[config.mk]
export PLATFORM = sky130hd
export DESIGN_NAME = icache_plru
export DESIGN_NICKNAME = d
export VERILOG_FILES = /design/src/icache_pkg.sv /design/src/icache_plru.sv
export SDC_FILE = /design/constraint.sdc
export NUM_CORES = 1
export LEC_CHECK = 0
export ABC_CLOCK_PERIOD_IN_PS = 9700
export BUFFER_PORTS_ARGS = -buffer_cell sky130_fd_sc_hd__buf_4
export CORE_ASPECT_RATIO = 1.5
export CORE_UTILIZATION = 40
export CTS_BUF_LIST = sky130_fd_sc_hd__clkbuf_2 sky130_fd_sc_hd__clkbuf_4 sky130_fd_sc_hd__clkbuf_8
export CTS_CLUSTER_DIAMETER = 200
export DETAILED_ROUTE_END_ITERATION = 8
export PLACE_DENSITY = 0.66
export SLEW_MARGIN = 10
export SYNTH_ARGS = -nofsm -noshare
export SYNTH_HDL_FRONTEND = slang
export SYNTH_SLANG_ARGS = --single-unit
export TNS_END_PERCENT = 100
[constraint.sdc]
create_clock -name clk -period 9.7 [get_ports clk]
set_input_delay 1.94 -clock clk [delete_from_list [all_inputs] [get_ports clk]]
set_output_delay 1.94 -clock clk [all_outputs]
set_load 0.02 [all_outputs]
[src/icache_pkg.sv]
package icache_pkg;

    // cache geometry
    localparam int num_ways       = 4;
    localparam int num_sets       = 128;
    localparam int words_per_line = 8;
    localparam int sweep_last     = num_sets - 1;

    // id used on ar, expected back on r
    localparam logic [3:0] icache_axi_id = 4'd4;

    // address fields: tag 31..12, index 11..5, half 4
    typedef logic [19:0]         tag_t;
    typedef logic [6:0]          index_t;

    typedef logic [31:0]         word_t;
    typedef logic [127:0]        half_t;
    typedef logic [255:0]        line_t;

    typedef logic [num_ways-1:0] way_mask_t;

    // tree bits: [2] root, [1] ways 0/1, [0] ways 2/3
    typedef logic [2:0]          plru_t;

    typedef enum logic [2:0] {
        reset_sweep,
        idle,
        run,
        miss,
        refill,
        finish,
        recover
    } cache_state_t;

endpackage

[src/icache_plru.sv]
`timescale 1ns/1ns

module icache_plru import icache_pkg::*; (
    input  logic      clk,
    input  logic      rst,
    input  index_t    index,
    input  logic      choose,
    input  logic      update,
    output way_mask_t victim
);

    plru_t tree [num_sets];
    plru_t cur;

    assign cur = tree[index];

    // root picks the pair, lower bits pick the way
    always_ff @(posedge clk) begin
        if (!rst) begin
            victim <= '0;
        end else if (choose) begin
            if (!cur[2]) begin
                victim <= cur[1] ? 4'b0010 : 4'b0001;
            end else begin
                victim <= cur[0] ? 4'b1000 : 4'b0100;
            end
        end
    end

    // point the tree away from the way just filled
    always_ff @(posedge clk) begin
        if (!rst) begin
            for (int s = 0; s < num_sets; s++) begin
                tree[s] <= '0;
            end
        end else if (update) begin
            case (victim)
                4'b0001: tree[index] <= {1'b1, 1'b1, cur[0]};
                4'b0010: tree[index] <= {1'b1, 1'b0, cur[0]};
                4'b0100: tree[index] <= {1'b0, cur[1], 1'b1};
                4'b1000: tree[index] <= {1'b0, cur[1], 1'b0};
                default: tree[index] <= cur;
            endcase
        end
    end

endmodule

==> flow_summary.yaml <==
logic_synthesis:
  synth_top_area_share_pct: 61.6
  syn_area_um2: 18700
  yosys_warnings: 0
  synth-main-ff-cell: "edfxtp_1"
  synth.avg_cell_area_um2: 12.6
  syn-num-nets: 1500
  synth-edff-count: 384
  ys_seq_area_share_pct: 62.0
  synth_cell_types: 58
  yosys.area.top_type: "edfxtp_1"
  syn_inst: 1489
  async_reset_ff_share_pct: 0
  ys_ff_latch: 388
  synthTopCellsByArea: "edfxtp_1, mux4_2, nor2_1"
global_routing:
  grt_pass1_vias: 13100
  grt_max_degree: 84
  grt_pass1_wl_um: 81200
  grt_antenna_before_repair: 2
  grt-ovfl-total: 0
  track_usage_pct: 23.3
floorplan:
  rows: 96
  coreArea_um2: 46000
  dieWidth_um: 179
  die_h_um: 267
  die_area_um2: 47700
  initial_utilization_pct: 40.7
  io_pins: 15
critical_path:
  arrival_ns: 6.81
  start_kind: "primary input"
  crit_required_ns: 10.13
  crit_fanout: 56
  cp-end-kind: "flop"
  crit_type: "primary input to flop"
cells_and_area:
  layout-drive-gt1-share_pct: 16.3
  fillers: 4152
  finalNetCount: 1465
  area_delta_synth_final_pct: 8.59
routing:
  vias: 12900
  first_pass_iters: 6
  routed_wl_um: 54200
  drt-initial-drc-count: 1481
  routedWlPerCell_um: 26.0
  drc: 0
  ant_nets: 0
  vias_per_cell: 6.18
clocking:
  cts_hold_buffers: 0
  cts_resized: 0
  cts_buffers: 55
  htreeDepth: 2
  cts_sinks: 388
  postCtsSetupRepairBufs: 0
  clk_pin_slew_ns: 0.07
  clock-root-buffer: "clkbuf_8"
  insertion_delay_ns: 0.64
  cts_tree: "yes"
  max-clock-path-buffers: 3
sta:
  drv_slew: 0
  hold_viol: 0
  worst_pin_slew_ns: 1.20
  setup-tns-final_ns: 0
  setup_viol: 0
  finalCritPeriodShare_pct: 65.7
  whs_ns: 0.611
  slew_headroom_pct: 19.4
  fmax_mhz: 157
  finClkSkew_ns: 0.0296
  period_needed_ns: 6.38
  rsz0062_at_grt: "no"
placement:
  dp_hpwl_um: 33400
  portBuffers: 14
  place.gp.congestion: 0.896
power_and_ir_drop:
  power_mw: 3.72
  pwr_density_cell_nw_per_um2: 183
  leakagePower_nw: 7.03
  vdd_ir_drop_max_v: 0.0000827
min_path:
  hp-class: "flop to flop"
job:
  max_cap_violations: 0
outcome:
  status: "finished, final reports clean"
sequential cells by signal, indices dropped and copies added, names as in the netlist:
| signal | count |
|---|---|
| tree | 384 |
| victim | 4 |
through the flow:
stage	cell area [µm²]	std cells	util [%]	setup WS, ns
finish	20300	2087	44.2	3.32
global route	20300	2087	44.2	3.06
detailed placement	19200	1985	41.7	2.77
floorplan	18700	1489	-	4.79
global placement	19200	1985	41.7	2.92
CTS	20300	2086	44.2	3.43
logic make-up after synthesis:
kind of cell / synth area share (%)
AOI/OAI and AO/OA: 3.69
and+or+nand+nor: 19.1
DFF: 62.0
buffers and inverters: 3.57
muxes: 11.6
cell type report:
cell class                 count  area [µm²]  share of cell area [%]
multi-input combinational    962        6510                    32.0
sequential                   388       11600                    57.1
clock buffer                  76         927                    4.56
timing repair buffer          42         332                    1.63
inverter                       5        18.8                  0.0923
tap                          588         736                    3.62
antenna                        1        2.50                  0.0123
clock inverter                25         195                   0.960
worst max-delay path, cell delays in order:
cell      delay (ns)
buf_6           0.35
buf_4           0.64
nor3b_1         0.49
a222oi_1        0.26
nand2b_1        0.20
a211oi_1        0.23
nor4_1          0.16
nor4_4          0.52
or2_2           0.90
buf_4           0.67
nor4b_1         0.34
per-layer routing:
layer	vias up	routed length [µm]	share of wire [%]	global-route usage, %
met5	-	11	0.020	0
met3	167	4760	8.8	4.34
li1	5498	-	-	-
met1	6501	18600	34	27.1
met4	2	2890	5.3	11.9
met2	739	28000	52	40.5
power by group:
part           switching [mW]  internal (mW)
sequential             0.0245           1.90
combinational           0.344          0.115
clock                   0.645          0.700
synthesized netlist by cell type, types with 3 or more instances:
cell type and number:
edfxtp_1 384, nor2_1 285, nand2_1 278, nor4b_1 103, mux4_2 82, clkbuf_1 67
buf_2 37, nor4_1 29, buf_4 21, mux2i_1 21, a21oi_1 15, a221oi_1 12
o22ai_1 11, nor3_1 10, o21ai_0 10, mux2_2 9, nor2b_1 8, nand2b_1 7
nand3_1 7, a22oi_1 6, buf_1 6, a22o_1 5, nand3b_1 5, and2_1 4
and3_1 4, dfxtp_1 4, inv_1 4, or3_1 4, a211oi_1 3, a21bo_2 3
a222oi_1 3, buf_6 3, o221ai_1 3, o31ai_1 3
final timing paths:
| kind | cells past startpoint | from | to | slack, ns |
|---|---|---|---|---|
| setup / recovery | 11 | index[1] | tree[7][2] | 3.32 |
| hold / removal | 2 | victim[1] | victim[1] | 0.61 |
| setup reg to reg | 9 | tree[74][2] | tree[7][2] | 5.67 |
| hold reg to reg | 2 | victim[1] | victim[1] | 0.61 |
layout by cell type, fill, tap and decap left out, types with 5 or more instances in the layout:
cell type	n
edfxtp_1	384
nor2_1	285
nand2_1	278
nor4b_1	103
mux4_2	82
clkbuf_8	57
buf_4	40
nor4_1	29
mux2i_1	21
clkbuf_4	19
clkinv_1	14
a21oi_1	13
a221oi_1	12
o22ai_1	11
o21ai_0	10
mux2_2	9
nand3_1	7
nand2b_1	7
nor2b_1	7
nor3_1	6
a22oi_1	6
clkinv_2	6
a22o_1	5
nand3b_1	5
Power figures use the tool's default switching activity.
