### src/icache_pkg.sv
package icache_pkg;

    // cache geometry
    localparam int num_ways       = 4;
    localparam int num_sets       = 128;
    localparam int words_per_line = 8;
    localparam int sweep_last     = num_sets - 1;

    // id used on ar, expected back on r
    localparam logic [3:0] icache_axi_id = 4'd4;

    // address fields: tag 31..12, index 11..5, half 4
    typedef logic [19:0]         tag_t;
    typedef logic [6:0]          index_t;

    typedef logic [31:0]         word_t;
    typedef logic [127:0]        half_t;
    typedef logic [255:0]        line_t;

    typedef logic [num_ways-1:0] way_mask_t;

    // tree bits: [2] root, [1] ways 0/1, [0] ways 2/3
    typedef logic [2:0]          plru_t;

    typedef enum logic [2:0] {
        reset_sweep,
        idle,
        run,
        miss,
        refill,
        finish,
        recover
    } cache_state_t;

endpackage

### src/icache_hit_select.sv
`timescale 1ns/1ns

module icache_hit_select import icache_pkg::*; (
    input  logic                clk,
    input  logic                rst,
    input  logic                advance,
    input  logic                reload,
    input  tag_t                req_tag,
    input  logic                req_half,
    input  tag_t                way_tag   [num_ways],
    input  logic [num_ways-1:0] way_valid,
    input  line_t               way_line  [num_ways],
    input  logic                early_hit,
    input  half_t               early_half,
    output logic                hit,
    output half_t               rdata
);

    tag_t       cmp_tag  [num_ways];
    way_mask_t  cmp_valid;
    line_t      cmp_line [num_ways];
    way_mask_t  hit_way;
    logic [1:0] hit_idx;
    line_t      hit_line;

    always_ff @(posedge clk) begin
        if (!rst) begin
            cmp_valid <= '0;
        end else if (advance || reload) begin
            cmp_valid <= way_valid;
        end
    end

    always_ff @(posedge clk) begin
        if (advance || reload) begin
            cmp_tag  <= way_tag;
            cmp_line <= way_line;
        end
    end

    // parallel compare, at most one way matches
    always_comb begin
        hit_idx = '0;
        for (int w = 0; w < num_ways; w++) begin
            hit_way[w] = cmp_valid[w] && (cmp_tag[w] == req_tag);
            if (hit_way[w]) begin
                hit_idx = 2'(w);
            end
        end
    end

    assign hit      = |hit_way;
    assign hit_line = cmp_line[hit_idx];

    // fill buffer wins while the line is still arriving
    assign rdata = early_hit ? early_half        :
                   req_half  ? hit_line[255:128] : hit_line[127:0];

endmodule

### config.mk
export PLATFORM = sky130hd
export DESIGN_NAME = icache_hit_select
export DESIGN_NICKNAME = d
export VERILOG_FILES = /design/src/icache_pkg.sv /design/src/icache_hit_select.sv
export SDC_FILE = /design/constraint.sdc
export NUM_CORES = 1
export LEC_CHECK = 0
export BUFFER_PORTS_ARGS = -buffer_cell sky130_fd_sc_hd__buf_2
export CORE_AREA = 4 4 542 544
export CTS_CLUSTER_DIAMETER = 150
export DETAILED_ROUTE_END_ITERATION = 6
export DIE_AREA = 0 0 546 548
export GPL_TIMING_DRIVEN = 0
export PLACE_DENSITY = 0.43
export SKIP_CTS_REPAIR_TIMING = 1
export SLEW_MARGIN = 10
export SYNTH_ARGS = -nofsm -noshare
export SYNTH_HDL_FRONTEND = slang
export SYNTH_SLANG_ARGS = --single-unit
### constraint.sdc
create_clock -name clk -period 56.1 [get_ports clk]
set_input_delay 11.22 -clock clk [delete_from_list [all_inputs] [get_ports clk]]
set_output_delay 11.22 -clock clk [all_outputs]
set_load 0.05 [all_outputs]
==> flow_summary.toml <==
[global_route]
grt_pass1_wl_um = 342000
grt_pass1_vias = 35200
antenna_found_initial = 243
grt_max_degree = 119
grt_usage_pct = 17.2
grt_overflow = 0

[pwr]
power.switching_mw = 0.561
switching_share_pct = 25.6
sequentialPowerShare_pct = 47.2
p_total_mw = 2.19
clockPowerShare_pct = 43.5
pwr_density_cell_nw_per_um2 = 35.3
p_comb_share_pct = 9.3
leakage_nw = 24.4
p_int_mw = 1.63
ir_worst_vdd_uv = 25.1

[timing]
clock-skew-final_ns = 0
worstMarginPinSlew_ns = 1.35
final_max_slew_viol_count = 0
fmax_ghz = 0.0375
rsz0062_at_grt = "no"
period_needed_ns = 26.67
finalCritPeriodShare_pct = 47.5
setup_violations = 0
final_hold_viol_count = 0
slew_headroom_pct = 10.1
layout_setup_ws_ns = 29.43
fin_tns_setup_ns = 0

[cts]
cts_max_level = 4
cts_buffers = 149
cts_buffer_depth = 4
cts.reportedPaths.clkPinSlew_ns = 0.06
cts_tree = "yes"
root_buffer = "clkbuf_16"
clock_sinks = 1108
insertion_delay_ns = 0.79

[floorplan]
die_w_um = 546
die_h_um = 548
start_util_pct = 15.4
rows = 198
die_area_sq_um = 299000
io_pins = 1391
coreArea_sq_um = 290000

[worst_setup_path]
path_buf_inv = 4
r2r_start = "cmp_valid[2]"
path_cells = "buf_2, xnor2_1, nand4_1, nor4_2, and2_1, buf_2, buf_4, mux2_2, nand2_1, a31oi_1, buf_2"
rrSetupSlack_ns = 55.41
end_kind = "output port"
slowest_delay_ns = 0.89
crit_required_ns = 44.88
rr_endpoint = "cmp_valid[2]"
criticalPathCategory = "input port to output port"
slowest_stage = "buf_2"
path_max_fanout = 11
reg2reg_depth = 2
cp-start-kind = "input port"
cpMostUsedCell = "buf_2"
arrival_ns = 15.45
cp_top_family = "buffers and inverters"

[detailed_routing]
drt-wirelength-per-cell_um = 31.8
wl_um = 270000
routed_via_density = 4.08
dr.pass1.iters = 5
ant_nets = 0
vias = 34600
drc_errors = 0
drt_iter0_markers = 3449

[placed_design]
place_ws_ns = 29.19
routabilityCongestion = 0.887
placed_cells_incl_taps = 8106
numPortBuffers = 1390
post_dp_cell_area_sq_um = 56900
dp_hpwl_um = 216000

[logic_synthesis]
synth_ff_type = "edfxtp_1"
synthCells = 2895
yosysUniqueCellTypes = 37
synth_commonest_cells = "edfxtp_1 (1104), and3_1 (258), a21oi_1 (256)"
synth-edff-count = 1104
syn_area_per_cell_sq_um = 15.4
synth.most_common_cell = "edfxtp_1"
synth_top_cell_by_area = "edfxtp_1"
seq_area_frac_synth_pct = 74.4
yosysWarnings = 0
ys_top_cells_by_area = "edfxtp_1 (74%), and3_1 (3.6%), mux2_2 (3.2%)"
synthArstFlopShare_pct = 0
syn_area_sq_um = 44700
netlist.area_leader.share_pct = 74.2
syn-num-nets = 4157
ys_ff_latch = 1108

[job]
maxCapViolCount = 0

[cells_and_area]
finalInstanceArea_sq_um = 61900
final_cells = 8476
seq_area_sq_um = 33200
multi_input_area_sq_um = 10400
drive_above_1_share_pct = 40.7
syn_to_final_growth_pct = 38.7
num-fill-cells = 31300
num-nets-final = 5719

[hold_path]
min_path_type = "flop to flop"
min_from = "cmp_valid[0]"
holdPathStages = 2
hold_path_end = "cmp_valid[0]"

[status]
status = "finished clean"
-- state kept, by name, summed over array words and instances, names as in the netlist --
register,flops
cmp_line,1024
cmp_tag,80
cmp_valid,4
-- cell usage in the layout (no fill, tap or decap), drive strengths merged, types with 6 or more instances in the layout --
master | Yosys | final
a211oi | 128 | 128
a21oi | 256 | 256
a31oi | 129 | 129
and3 | 258 | 258
buf | 90 | 1501
bufinv | 0 | 13
clkbuf | 122 | 305
clkinv | 0 | 51
clkinvlp | 0 | 9
diode | 0 | 105
edfxtp | 1104 | 1104
inv | 3 | 12
mux2 | 128 | 128
nand2 | 145 | 145
nand3 | 6 | 6
nand4 | 14 | 14
nor2 | 132 | 132
nor2b | 128 | 128
nor4 | 15 | 15
o32a | 128 | 128
xnor2 | 44 | 44
xor2 | 33 | 33
-- tightest hold or removal path, cell delays in order (launching register included) --
cell and delay, ns:
dfxtp_1 0.33, nand2_1 0.06, a21boi_0 0.07
-- area by class of cell --
| cell class | count | area share, % |
|---|---|---|
| flip-flops and latches | 1108 | 53.6 |
| multi-input cells | 1572 | 16.7 |
| repair buffers | 1411 | 12.0 |
| well taps | 3800 | 7.68 |
| clock buffers | 183 | 6.27 |
| plain buffers | 212 | 1.84 |
| clock inverters | 82 | 1.41 |
| diodes | 105 | 0.424 |
| inverters | 3 | 0.0303 |
-- through the flow --
step	util [%]	hold slack, ns
floorplan	-	0.441
global placement	19.5	0.482
detailed placement	19.7	0.484
CTS	21.3	0.500
global route	21.3	0.506
finish	21.4	0.502
-- power by group through the flow --
stage / logic [mW] / registers (mW) / clock network [mW]
after floorplan: 0.0982 / 1.06 / 0
after global placement: 0.201 / 1.11 / 0
after detailed placement: 0.206 / 1.05 / 0
after CTS: 0.207 / 1.03 / 0.983
after global routing: 0.216 / 1.04 / 1.01
final: 0.203 / 1.03 / 0.952
-- logic make-up after synthesis --
family                 synth area share [%]
flip-flops                             74.4
buffers and inverters                  2.50
multiplexers                           3.23
AO/OA/AOI/OAI                          9.81
XOR/XNOR                               1.51
AND/OR/NAND/NOR                        8.57
-- worst max-delay path by stage --
stage | start | endpoint | slack, ns | depth (start not counted)
CTS | req_tag[17] | rdata[54] | 29.19 | 11
global route | req_tag[17] | rdata[54] | 29.22 | 11
detailed placement | req_tag[17] | rdata[54] | 29.19 | 11
floorplan | reload | cmp_line[0] | 21.99 | 2
finish | req_tag[19] | rdata[54] | 29.43 | 11
global placement | reload | cmp_line[837] | 10.05 | 3
-- layer usage --
| layer | wire length [um] | share of wire, % | global-route usage (%) | vias up |
|---|---|---|---|---|
| met4 | 9920 | 3.7 | 6.01 | 134 |
| met5 | 849 | 0.31 | 0 | - |
| met1 | 102000 | 38 | 19.8 | 17100 |
| met2 | 132000 | 49 | 29.6 | 2039 |
| met3 | 24800 | 9.2 | 5.68 | 587 |
| li1 | - | - | - | 14700 |
(Power assumes the default switching activity.)
