`config.mk`:
```
export PLATFORM = sky130hd
export DESIGN_NAME = icache_ctrl
export DESIGN_NICKNAME = d
export VERILOG_FILES = /design/src/icache_pkg.sv /design/src/icache_ctrl.sv
export SDC_FILE = /design/constraint.sdc
export NUM_CORES = 1
export LEC_CHECK = 0
export ABC_AREA = 1
export BUFFER_PORTS_ARGS = -buffer_cell sky130_fd_sc_hd__buf_2
export CAP_MARGIN = 20
export CORE_ASPECT_RATIO = 0.75
export CORE_MARGIN = 2
export CORE_UTILIZATION = 50
export DETAILED_ROUTE_END_ITERATION = 7
export MAX_ROUTING_LAYER = met4
export PLACE_DENSITY = 0.81
export SKIP_CTS_REPAIR_TIMING = 1
export SYNTH_ARGS = -nofsm -noshare
export SYNTH_HDL_FRONTEND = slang
export SYNTH_SLANG_ARGS = --single-unit
```
`constraint.sdc`:
```
create_clock -name clk -period 2.81 [get_ports clk]
set_input_delay 0.7025 -clock clk [delete_from_list [all_inputs] [get_ports clk]]
set_output_delay 0.7025 -clock clk [all_outputs]
set_load 0.05 [all_outputs]
```
`src/icache_pkg.sv`:
```
package icache_pkg;

    // cache geometry
    localparam int num_ways       = 4;
    localparam int num_sets       = 128;
    localparam int words_per_line = 8;
    localparam int sweep_last     = num_sets - 1;

    // id used on ar, expected back on r
    localparam logic [3:0] icache_axi_id = 4'd4;

    // address fields: tag 31..12, index 11..5, half 4
    typedef logic [19:0]         tag_t;
    typedef logic [6:0]          index_t;

    typedef logic [31:0]         word_t;
    typedef logic [127:0]        half_t;
    typedef logic [255:0]        line_t;

    typedef logic [num_ways-1:0] way_mask_t;

    // tree bits: [2] root, [1] ways 0/1, [0] ways 2/3
    typedef logic [2:0]          plru_t;

    typedef enum logic [2:0] {
        reset_sweep,
        idle,
        run,
        miss,
        refill,
        finish,
        recover
    } cache_state_t;

endpackage

```
`src/icache_ctrl.sv`:
```
`timescale 1ns/1ns

module icache_ctrl import icache_pkg::*; (
    input  logic        clk,
    input  logic        rst,
    input  logic        req,
    input  logic [31:0] addr,
    output logic        index_ok,
    output logic        data_ok,
    input  logic        hit,
    input  logic        early_hit,
    input  logic        burst_done,
    input  way_mask_t   victim,
    output logic        choose_victim,
    output logic        update_plru,
    output logic        advance,
    output logic        reload,
    output logic        in_miss,
    output logic        in_refill,
    output logic        in_finish,
    output tag_t        req_tag,
    output index_t      req_index,
    output logic        req_half,
    output index_t      array_index,
    output way_mask_t   tag_we,
    output way_mask_t   data_we,
    output logic        wvalid,
    output logic        miss_start
);

    cache_state_t state;
    index_t       sweep_cnt;

    // read stage
    logic   rd_valid;
    tag_t   rd_tag;
    index_t rd_index;
    logic   rd_half;

    // compare stage, payload lives in req_*
    logic   cmp_valid;

    logic   run_miss;
    logic   accept;

    ////////////////////////////////////////////////////////////
    // cpu handshake

    assign run_miss = (state == run) && cmp_valid && !hit;
    assign data_ok  = cmp_valid && (((state == run) && hit) || early_hit);
    assign index_ok = (state == run) && (!cmp_valid || data_ok);
    assign accept   = req && index_ok;

    assign advance  = index_ok;
    assign reload   = (state == idle);

    assign choose_victim = run_miss;
    assign miss_start    = run_miss;
    assign update_plru   = (state == miss);
    assign in_miss       = (state == miss);
    assign in_refill     = (state == refill);
    assign in_finish     = (state == finish);

    ////////////////////////////////////////////////////////////
    // state machine

    always_ff @(posedge clk) begin
        if (!rst) begin
            state <= reset_sweep;
        end else begin
            case (state)
                reset_sweep: begin
                    if (sweep_cnt == index_t'(sweep_last)) begin
                        state <= idle;
                    end
                end
                idle:    state <= run;
                run: begin
                    if (run_miss) begin
                        state <= miss;
                    end
                end
                // ar handshake itself is tracked in the refill unit
                miss:    state <= refill;
                refill: begin
                    if (burst_done) begin
                        state <= finish;
                    end
                end
                finish:  state <= recover;
                recover: state <= idle;
                default: state <= idle;
            endcase
        end
    end

    // one set cleared per cycle
    always_ff @(posedge clk) begin
        if (!rst) begin
            sweep_cnt <= '0;
        end else if (state == reset_sweep) begin
            sweep_cnt <= sweep_cnt + 1'b1;
        end
    end

    ////////////////////////////////////////////////////////////
    // pipeline registers

    always_ff @(posedge clk) begin
        if (!rst) begin
            rd_valid <= 1'b0;
        end else if (advance) begin
            rd_valid <= accept;
        end else if (reload) begin
            rd_valid <= 1'b0;
        end
    end

    always_ff @(posedge clk) begin
        if (accept) begin
            rd_tag   <= addr[31:12];
            rd_index <= addr[11:5];
            rd_half  <= addr[4];
        end
    end

    // idle moves the stalled entry on together with its re-read
    always_ff @(posedge clk) begin
        if (!rst) begin
            cmp_valid <= 1'b0;
        end else if (advance || reload) begin
            cmp_valid <= rd_valid;
        end else if (data_ok) begin
            cmp_valid <= 1'b0;
        end
    end

    always_ff @(posedge clk) begin
        if (advance || reload) begin
            req_tag   <= rd_tag;
            req_index <= rd_index;
            req_half  <= rd_half;
        end
    end

    ////////////////////////////////////////////////////////////
    // array port

    // recover already reads the stalled set so idle can capture it
    always_comb begin
        case (state)
            reset_sweep:   array_index = sweep_cnt;
            finish:        array_index = req_index;
            recover, idle: array_index = rd_index;
            run:           array_index = addr[11:5];
            default:       array_index = req_index;
        endcase
    end

    assign tag_we  = (state == reset_sweep) ? '1 :
                     (state == finish)      ? victim : '0;
    assign data_we = (state == finish) ? victim : '0;
    assign wvalid  = (state != reset_sweep);

endmodule

```
==> metrics <==
Max Slew Vio Count=0; routed len/inst=13.68 um; Slew headroom=0.5432; clk root buf=clkbuf_8; crit path launch type=register; Placer Congestion=0.8375; Remaining Overflow, GRT=0; PnR worst setup slack=approximately 260 ps; worst-path maximum fanout=7; CTS tree=done; Core ar.=4955 um^2; maximum vdd drop=0.4908 mV; Seq/Total Area, Yosys=0.7399; final net count=343; Starting DRT DRC Count=64; WP data required=2110 ps; dpl hpwl=3683 um; synth unique cells=29; vias per cell=4.940; Static Leakage=1.366 nW; Clk Latency, worst-skew pair=330 ps; syn avg cell area=12.86 um^2; # diodes=0; RSZ-0062 raised after global routing=no; Tcrit/Tclk final=0.9081; Routed Antenna Nets=0; Post-Synthesis Cells=202; starting density of the core=0.5242; Worst Setup End Kind=primary output; worst setup path class=register to primary output; share of layout cells above drive strength 1=0.4178; number of global-route vias before repair=about 1700; Top-Level Pins=96; Die Area=between 5000 and 6000 um^2; fillcell total=roughly 370; Setup Viol. Count Final=0; commonest non-fill, non-tap cell in the layout=buf_2; Fin. Hold Viols=0; largest net degree at the start of global routing=30; Multi-input gate area=553.0 um^2; post-synthesis register bit count=68; row count=22; synth warn=0; Final min period=2552 ps; 1st-pass router iterations=4; area grow syn2layout=26.83%; Clock Skew=4.964 ps; CP arrival=1850 ps; Slew @ Worst Pin=682.8 ps; Num CTS Buffers=9; # DRC=0; buffer depth of the longest clock path=2; setup TNS=0 ps; H-tree levels=3; initial antenna violation count=0; commonest non-fill, non-tap cells in the layout=buf_2, edfxtp_1, nand2_1; max-cap violations=0; die width=87.23 um; pre-CTS setup slack=527.5 ps; Pwr Density=a little over 800 nW/um^2; final WL=approximately 5000 um; global-route wire length before repair=about 7600 um; placed insts=349; PortBufs=91; syn nets=roughly 250; Clk pin slew, worst setup/hold paths=70 ps; outcome=finished, final reports clean; DR vias=1798; Cell Area, Synth=2597 um^2; fmax=391.9 MHz; FF/Latch Area=1922 um^2; min-delay worst type=register to register; clock sinks=68; Non-Filler Instances=around 360; die height=66.42 um; Global Route Usage Sum=0.1852
[routing by layer]
layer,wire [um],GRT usage,up-vias
li1,-,-,895
met1,2053,0.2105,826
met2,2521,0.3092,71
met3,348,0.06242,6
met4,55,0.06538,0
met5,0,-,-
[registers in the layout (all words and copies together), names as in the netlist]
register and cells:
rd_tag 20, req_half 1, sweep_cnt 7, rd_valid 1, req_index 7, cmp_valid 1, req_tag 20, state 3
rd_index 7, rd_half 1
[power by group]
group / leakage, nW / switching, mW / internal [mW] / total (mW)
Combinational: 0.667 / 0.530 / 0.137 / 0.667
Clock: 0.0955 / 0.347 / 0.405 / 0.752
Sequential: 0.603 / 0.0378 / 1.19 / 1.23
Total: 1.37 / 0.915 / 1.74 / 2.65
[critical path: stages (launching register included)]
cell	delay [ps]
dfxtp_1	430
inv_2	120
nor2_1	130
nand2_1	170
nand2_2	190
nand2_1	90
nand4_1	110
buf_2	280
[cell usage after synthesis, drive strengths merged]
cell type  count  area (um^2)
o21bai         1        7.510
o31ai          1        21.27
o211ai         1        7.510
o2111ai        2        17.52
a21oi          8        43.79
nand3          7        47.55
nand4          5        31.28
buf            5        38.78
inv           24        92.59
dfxtp         12        240.2
o21ai          9        48.79
nor3           5        25.02
edfxtp        56         1682
nor3b          1        7.510
nand2         46        185.2
ha             1        12.51
nor2          17        76.32
a31oi          1        12.51
[final timing paths]
| check | start | to | slack (ps) | cells past startpoint |
|---|---|---|---|---|
| worst max-delay path | state[0]$_SDFFE_PN0P_ | array_index[2] | 260 | 7 |
| worst min-delay path | rd_tag[7]$_DFFE_PP_ | req_tag[7]$_DFFE_PP_ | 420 | 0 |
| worst max register to register | state[0]$_SDFFE_PN0P_ | req_tag[17]$_DFFE_PP_ | 1010 | 5 |
| worst min register to register | rd_tag[7]$_DFFE_PP_ | req_tag[7]$_DFFE_PP_ | 420 | 0 |
[logic make-up after synthesis]
logic type / count (synthesis) / synth area share
buffers and inverters: 29 / 0.05058
AND/OR/NAND/NOR: 81 / 0.1435
flip-flops: 68 / 0.7399
adder cells (fa/ha/maj): 1 / 0.004816
AO/OA/AOI/OAI: 23 / 0.06117
[metrics by stage]
step                      hold WS [ps]  cell area [um^2]  total power [mW]  utilization
after global routing             419.1              3294             2.748       0.6649
after floorplan                  400.3              2603             1.763            -
final                            415.4              3294             2.652       0.6649
after CTS                        417.5              3291             2.669       0.6641
after global placement           400.3              3102             1.906       0.6260
after detailed placement         404.5              3102             1.922       0.6260
[final cells by class]
cell class                      count  area share
Tap cell                           60     0.02279
Multi-Input combinational cell    105      0.1679
Inverter                           24     0.02810
Clock inverter                      6     0.01975
Sequential cell                    68      0.5834
Timing Repair Buffer               92      0.1405
Clock buffer                        9     0.03760
No activity file was read; power rests on OpenSTA's default activity.
