### src/icache_pkg.sv
package icache_pkg;

    // cache geometry
    localparam int num_ways       = 4;
    localparam int num_sets       = 128;
    localparam int words_per_line = 8;
    localparam int sweep_last     = num_sets - 1;

    // id used on ar, expected back on r
    localparam logic [3:0] icache_axi_id = 4'd4;

    // address fields: tag 31..12, index 11..5, half 4
    typedef logic [19:0]         tag_t;
    typedef logic [6:0]          index_t;

    typedef logic [31:0]         word_t;
    typedef logic [127:0]        half_t;
    typedef logic [255:0]        line_t;

    typedef logic [num_ways-1:0] way_mask_t;

    // tree bits: [2] root, [1] ways 0/1, [0] ways 2/3
    typedef logic [2:0]          plru_t;

    typedef enum logic [2:0] {
        reset_sweep,
        idle,
        run,
        miss,
        refill,
        finish,
        recover
    } cache_state_t;

endpackage

### src/icache_refill.sv
`timescale 1ns/1ns

module icache_refill import icache_pkg::*; (
    input  logic        clk,
    input  logic        rst,
    input  logic        miss_start,
    input  logic        in_miss,
    input  logic        in_refill,
    input  logic        in_finish,
    input  tag_t        req_tag,
    input  index_t      req_index,
    input  logic        req_half,
    output logic [31:0] araddr,
    output logic        arvalid,
    input  logic        arready,
    input  logic [3:0]  rid,
    input  word_t       rdata_axi,
    input  logic        rlast,
    input  logic        rvalid,
    output logic        rready,
    output line_t       fill_line,
    output logic        early_hit,
    output half_t       early_half,
    output logic        burst_done
);

    tag_t                      fill_tag;
    index_t                    fill_index;
    logic                      fill_half;
    logic                      ar_done;
    logic [2:0]                beat_cnt;
    word_t                     fill_buf [words_per_line];
    logic [words_per_line-1:0] fill_valid;
    logic                      beat;
    logic                      half_ready;

    ////////////////////////////////////////////////////////////
    // address channel

    always_ff @(posedge clk) begin
        if (miss_start) begin
            fill_tag   <= req_tag;
            fill_index <= req_index;
            fill_half  <= req_half;
        end
    end

    // wrap burst starts at the requested half
    assign araddr  = {fill_tag, fill_index, fill_half, 4'b0000};
    assign arvalid = (in_miss || in_refill) && !ar_done;

    always_ff @(posedge clk) begin
        if (!rst) begin
            ar_done <= 1'b0;
        end else if (miss_start) begin
            ar_done <= 1'b0;
        end else if (arvalid && arready) begin
            ar_done <= 1'b1;
        end
    end

    ////////////////////////////////////////////////////////////
    // read data channel

    assign rready     = in_refill;
    assign beat       = rvalid && rready && (rid == icache_axi_id);
    assign burst_done = beat && rlast;

    // 3-bit counter wraps the same way the bus does
    always_ff @(posedge clk) begin
        if (!rst) begin
            beat_cnt <= '0;
        end else if (miss_start) begin
            beat_cnt <= {req_half, 2'b00};
        end else if (beat) begin
            beat_cnt <= beat_cnt + 3'd1;
        end
    end

    always_ff @(posedge clk) begin
        if (beat) begin
            fill_buf[beat_cnt] <= rdata_axi;
        end
    end

    always_ff @(posedge clk) begin
        if (!rst) begin
            fill_valid <= '0;
        end else if (in_finish) begin
            fill_valid <= '0;
        end else if (beat) begin
            fill_valid[beat_cnt] <= 1'b1;
        end
    end

    assign fill_line = {fill_buf[7], fill_buf[6], fill_buf[5], fill_buf[4],
                        fill_buf[3], fill_buf[2], fill_buf[1], fill_buf[0]};

    ////////////////////////////////////////////////////////////
    // early delivery

    assign half_ready = fill_half ? &fill_valid[7:4] : &fill_valid[3:0];

    assign early_hit  = half_ready && (fill_tag == req_tag) &&
                        (fill_index == req_index) && (fill_half == req_half);

    assign early_half = fill_half ?
                        {fill_buf[7], fill_buf[6], fill_buf[5], fill_buf[4]} :
                        {fill_buf[3], fill_buf[2], fill_buf[1], fill_buf[0]};

endmodule

### config.mk
export PLATFORM = sky130hd
export DESIGN_NAME = icache_refill
export DESIGN_NICKNAME = d
export VERILOG_FILES = /design/src/icache_pkg.sv /design/src/icache_refill.sv
export SDC_FILE = /design/constraint.sdc
export NUM_CORES = 1
export LEC_CHECK = 0
export BUFFER_PORTS_ARGS = -buffer_cell sky130_fd_sc_hd__buf_2
export CORE_AREA = 8 8 185 187
export DETAILED_ROUTE_END_ITERATION = 10
export DIE_AREA = 0 0 193 195
export PLACE_DENSITY = 0.68
export SKIP_LAST_GASP = 1
export SYNTH_ARGS = -nofsm -noshare
export SYNTH_HDL_FRONTEND = slang
export SYNTH_SLANG_ARGS = --single-unit
### constraint.sdc
create_clock -name clk -period 6.6 [get_ports clk]
set_clock_uncertainty 0.1 [all_clocks]
set_input_delay 0.66 -clock clk [delete_from_list [all_inputs] [get_ports clk]]
set_output_delay 0.66 -clock clk [all_outputs]
set_load 0.01 [all_outputs]
==> results.py <==
metrics = {
    "grt": {
        "gr_layer_usage_met1": 0.197,
        "grt_antenna_before_repair": 1,
        "gr-max-usage-layer": "met2",
        "met2_usage": 0.310,
        "globalRouteOverflowTotal": 0,
        "use_met3": 0.0314,
        "first_global_vias": 7253,
        "grt_max_degree": 72,
        "total_routing_usage_reported_by_global_routing": 0.168,
        "first_pass_grt_wire_length_um": 47500,
    },
    "clock_network": {
        "cts_post_setup_buffers_inserted": 0,
        "post_cts_resized": 0,
        "clk_pin_slew_worst_paths_ns": 0.07,
        "clock_latency_ns": 0.53,
        "h-tree-depth": 1,
        "cts-buffers-inserted": 28,
        "tritoncts_clock_tree": "yes",
        "cts.sinks": 296,
        "ctsLongestPathBuffers": 3,
        "cts_root_buffer": "sky130_fd_sc_hd__clkbuf_16",
        "cts_hold_repair.buffers": 0,
    },
    "placed_design": {
        "placedCellCount": 1418,
        "port_buffers": 488,
        "gp_congestion": 0.775,
        "hpwl_reported_at_the_end_of_detailed_placement_um": 25100,
        "placement.cell_area_mm2": 0.0139,
    },
    "critical_path": {
        "crit_fanout": 71,
        "cp_data_required_time_ns": 5.84,
        "worstRegToRegCells": 3,
        "startpoint_type": "flip-flop",
        "cp.arrival_ns": 2.28,
        "worst_r2r_startpoint": "beat_cnt[1]",
        "critPathCaptureType": "primary output",
        "reg2reg_setup_slack_ns": 3.98,
        "crit-reg2reg-capture": "fill_buf[6][25]",
        "critical_path.cell_chain": "buf_4 -> a31oi_1 -> nor4_1 -> buf_2",
        "crit_path_max_incr_delay_ns": 0.66,
        "worst_path_max_delay_cell": "sky130_fd_sc_hd__buf_4",
        "critical_path_class": "reg -> out",
    },
    "synthesis": {
        "yosysWarnings": 0,
        "synthesis.area_per_instance_um2": 20.5,
        "ys_ff_latch": 296,
        "synth_cell_type_count": 33,
        "async_reset_ff_frac": 0,
        "netlist.top_cell.by_area": "sky130_fd_sc_hd__edfxtp_1",
        "synth-edff-count": 284,
        "synth_largest_type_area_fraction": 0.775,
        "synth_sequential_area_ratio": 0.797,
        "top_area_cells_in_the_synthesized_netlist": "sky130_fd_sc_hd__edfxtp_1 78%, sky130_fd_sc_hd__mux2_2 13%, sky130_fd_sc_hd__dfxtp_1 2.2%",
        "synthCells": 536,
        "netlist_top_cells_count": "284 x sky130_fd_sc_hd__edfxtp_1, 128 x sky130_fd_sc_hd__mux2_2, 24 x sky130_fd_sc_hd__xor2_1",
        "yosys.cell_count.top_type": "sky130_fd_sc_hd__edfxtp_1",
        "synth_ff_type": "sky130_fd_sc_hd__edfxtp_1",
        "post_synth_instance_area_mm2": 0.0110,
    },
    "hold_path": {
        "hold_path_depth": 1,
        "timing.hold.worst_endpoint": "fill_tag[1]",
        "critical_hold_path_startpoint": "req_tag[1]",
        "hp-class": "in -> reg",
    },
    "routing": {
        "dr_total_vias": 6878,
        "count_of_nets_left_with_antenna_violations_after_detail_routing": 0,
        "finalWirelength_um": 33700,
        "drt_pass1_iterations": 4,
        "drt_iter0_markers": 301,
        "drc": 0,
        "wl_per_instance_um": 22.9,
        "route.detailed.vias_per_inst": 4.69,
    },
    "sta": {
        "hold_viol_final": 0,
        "clock.fmax_mhz": 329,
        "worst_pin_slew_ns": 1.12,
        "hold_slack_ns": 0.223,
        "slew_viol_final": 0,
        "total_negative_slack_ns": 0,
        "layout_min_cycle_time_ns": 3.04,
        "setup_viol": 0,
        "slew-limit-headroom": 0.251,
        "fin_crit_sh": 0.461,
        "rsz_0062_raised_after_global_routing": "no",
    },
    "floorplanning": {
        "design.die.area_mm2": 0.0376,
        "top_level_ports": 493,
        "floorplan.initialDensity": 0.352,
        "core_mm2": 0.0312,
        "fp-row-count": 65,
        "die_height_um": 195,
        "die_span_in_x_um": 193,
    },
    "power_and_ir_drop": {
        "power_density_mw_per_mm2": 261,
        "vdd_drop_max_mv": 0.146,
        "cellLeakagePower_nw": 5.82,
    },
    "flow_run": {
        "max_cap_violations": 0,
    },
    "cells_and_area": {
        "final_layout_size_suffix_gt1_frac": 0.638,
        "antennaDiodeCount": 0,
        "finish.instance_area_mm2": 0.0148,
        "final_net_count": 1120,
        "area_growth_pct": 34.9,
        "final_cells": 1468,
    },
    "outcome": {
        "run_status": "finished clean",
    },
}
[cells in the final DEF, fill, tap and decap left out, types with 3 or more instances in the layout]
| cell | netlist | routed |
|---|---|---|
| sky130_fd_sc_hd__inv_1 | 4 | 4 |
| sky130_fd_sc_hd__buf_2 | 17 | 488 |
| sky130_fd_sc_hd__clkbuf_16 | 0 | 29 |
| sky130_fd_sc_hd__dfxtp_1 | 12 | 12 |
| sky130_fd_sc_hd__a41oi_1 | 3 | 3 |
| sky130_fd_sc_hd__nor2_1 | 10 | 9 |
| sky130_fd_sc_hd__xor2_1 | 24 | 24 |
| sky130_fd_sc_hd__clkbuf_1 | 0 | 4 |
| sky130_fd_sc_hd__nand2_1 | 4 | 4 |
| sky130_fd_sc_hd__xnor2_1 | 4 | 4 |
| sky130_fd_sc_hd__conb_1 | 1 | 4 |
| sky130_fd_sc_hd__o21a_1 | 4 | 4 |
| sky130_fd_sc_hd__clkinv_2 | 0 | 3 |
| sky130_fd_sc_hd__nor3_2 | 0 | 3 |
| sky130_fd_sc_hd__nor4_1 | 7 | 7 |
| sky130_fd_sc_hd__edfxtp_1 | 284 | 284 |
| sky130_fd_sc_hd__mux2_2 | 128 | 128 |
| sky130_fd_sc_hd__buf_4 | 6 | 13 |
| sky130_fd_sc_hd__clkinv_1 | 0 | 5 |
[stage by stage]
step           setup slack, ns  power [mW]   util
3_3_place_gp              3.49        2.35  0.447
5_1_grt                   3.32        4.00  0.475
4_1_cts                   3.51        3.92  0.475
3_5_place_dp              3.41        2.35  0.447
6_report                  3.56        3.88  0.475
2_1_floorplan             2.47        2.24      -
[layout make-up]
type | instances | area, µm²
inverters | 4 | 15.0
well taps | 402 | 503
multi-input cells | 215 | 2120
repair buffers | 501 | 2540
clock buffers | 35 | 768
clock inverters | 15 | 135
fillers | 2735 | 16400
flip-flops and latches | 296 | 8770
[state kept, by name (all words and copies together) (netlist names)]
name        count
fill_index      7
fill_tag       20
ar_done         1
fill_buf      256
beat_cnt        3
fill_half       1
fill_valid      8
[metal layers]
metal / up-vias / part of all wire
li1: 3117 / -
met1: 3399 / 0.39
met2: 318 / 0.52
met3: 42 / 0.073
met4: 2 / 0.016
met5: - / 0.00033
[report_power, final]
group,switching (mW),total (mW),internal (mW),leakage [nW]
Clock,0.665,1.57,0.903,0.438
Combinational,0.124,0.224,0.0998,2.71
Sequential,0.0122,2.09,2.07,2.67
Total,0.801,3.88,3.08,5.82
[logic make-up after synthesis]
group | Yosys count | share of synthesized area
flops | 296 | 0.797
mux | 129 | 0.132
other cells | 1 | 0.000341
buf+inv | 28 | 0.0142
simple gates | 40 | 0.0249
xor+xnor | 28 | 0.0223
compound gates | 13 | 0.00830
fa+ha+maj | 1 | 0.00114
[worst max-delay path by stage]
stage | slack [ns] | start | end
after global placement | 3.49 | rid[1] | fill_buf[6][25]
final | 3.56 | fill_half | early_hit
after global routing | 3.32 | fill_half | early_hit
after detailed placement | 3.41 | rid[1] | fill_buf[6][16]
after floorplan | 2.47 | rid[1] | fill_buf[1][0]
after CTS | 3.51 | fill_half | early_hit
[critical path, delay by kind of cell (launching register included)]
kind | cells | cell delay (ns)
buffers and inverters | 2 | 0.85
AOI/OAI and AO/OA | 1 | 0.25
and+or+nand+nor | 1 | 0.30
DFF | 1 | 0.35
(Power assumes the default switching activity.)
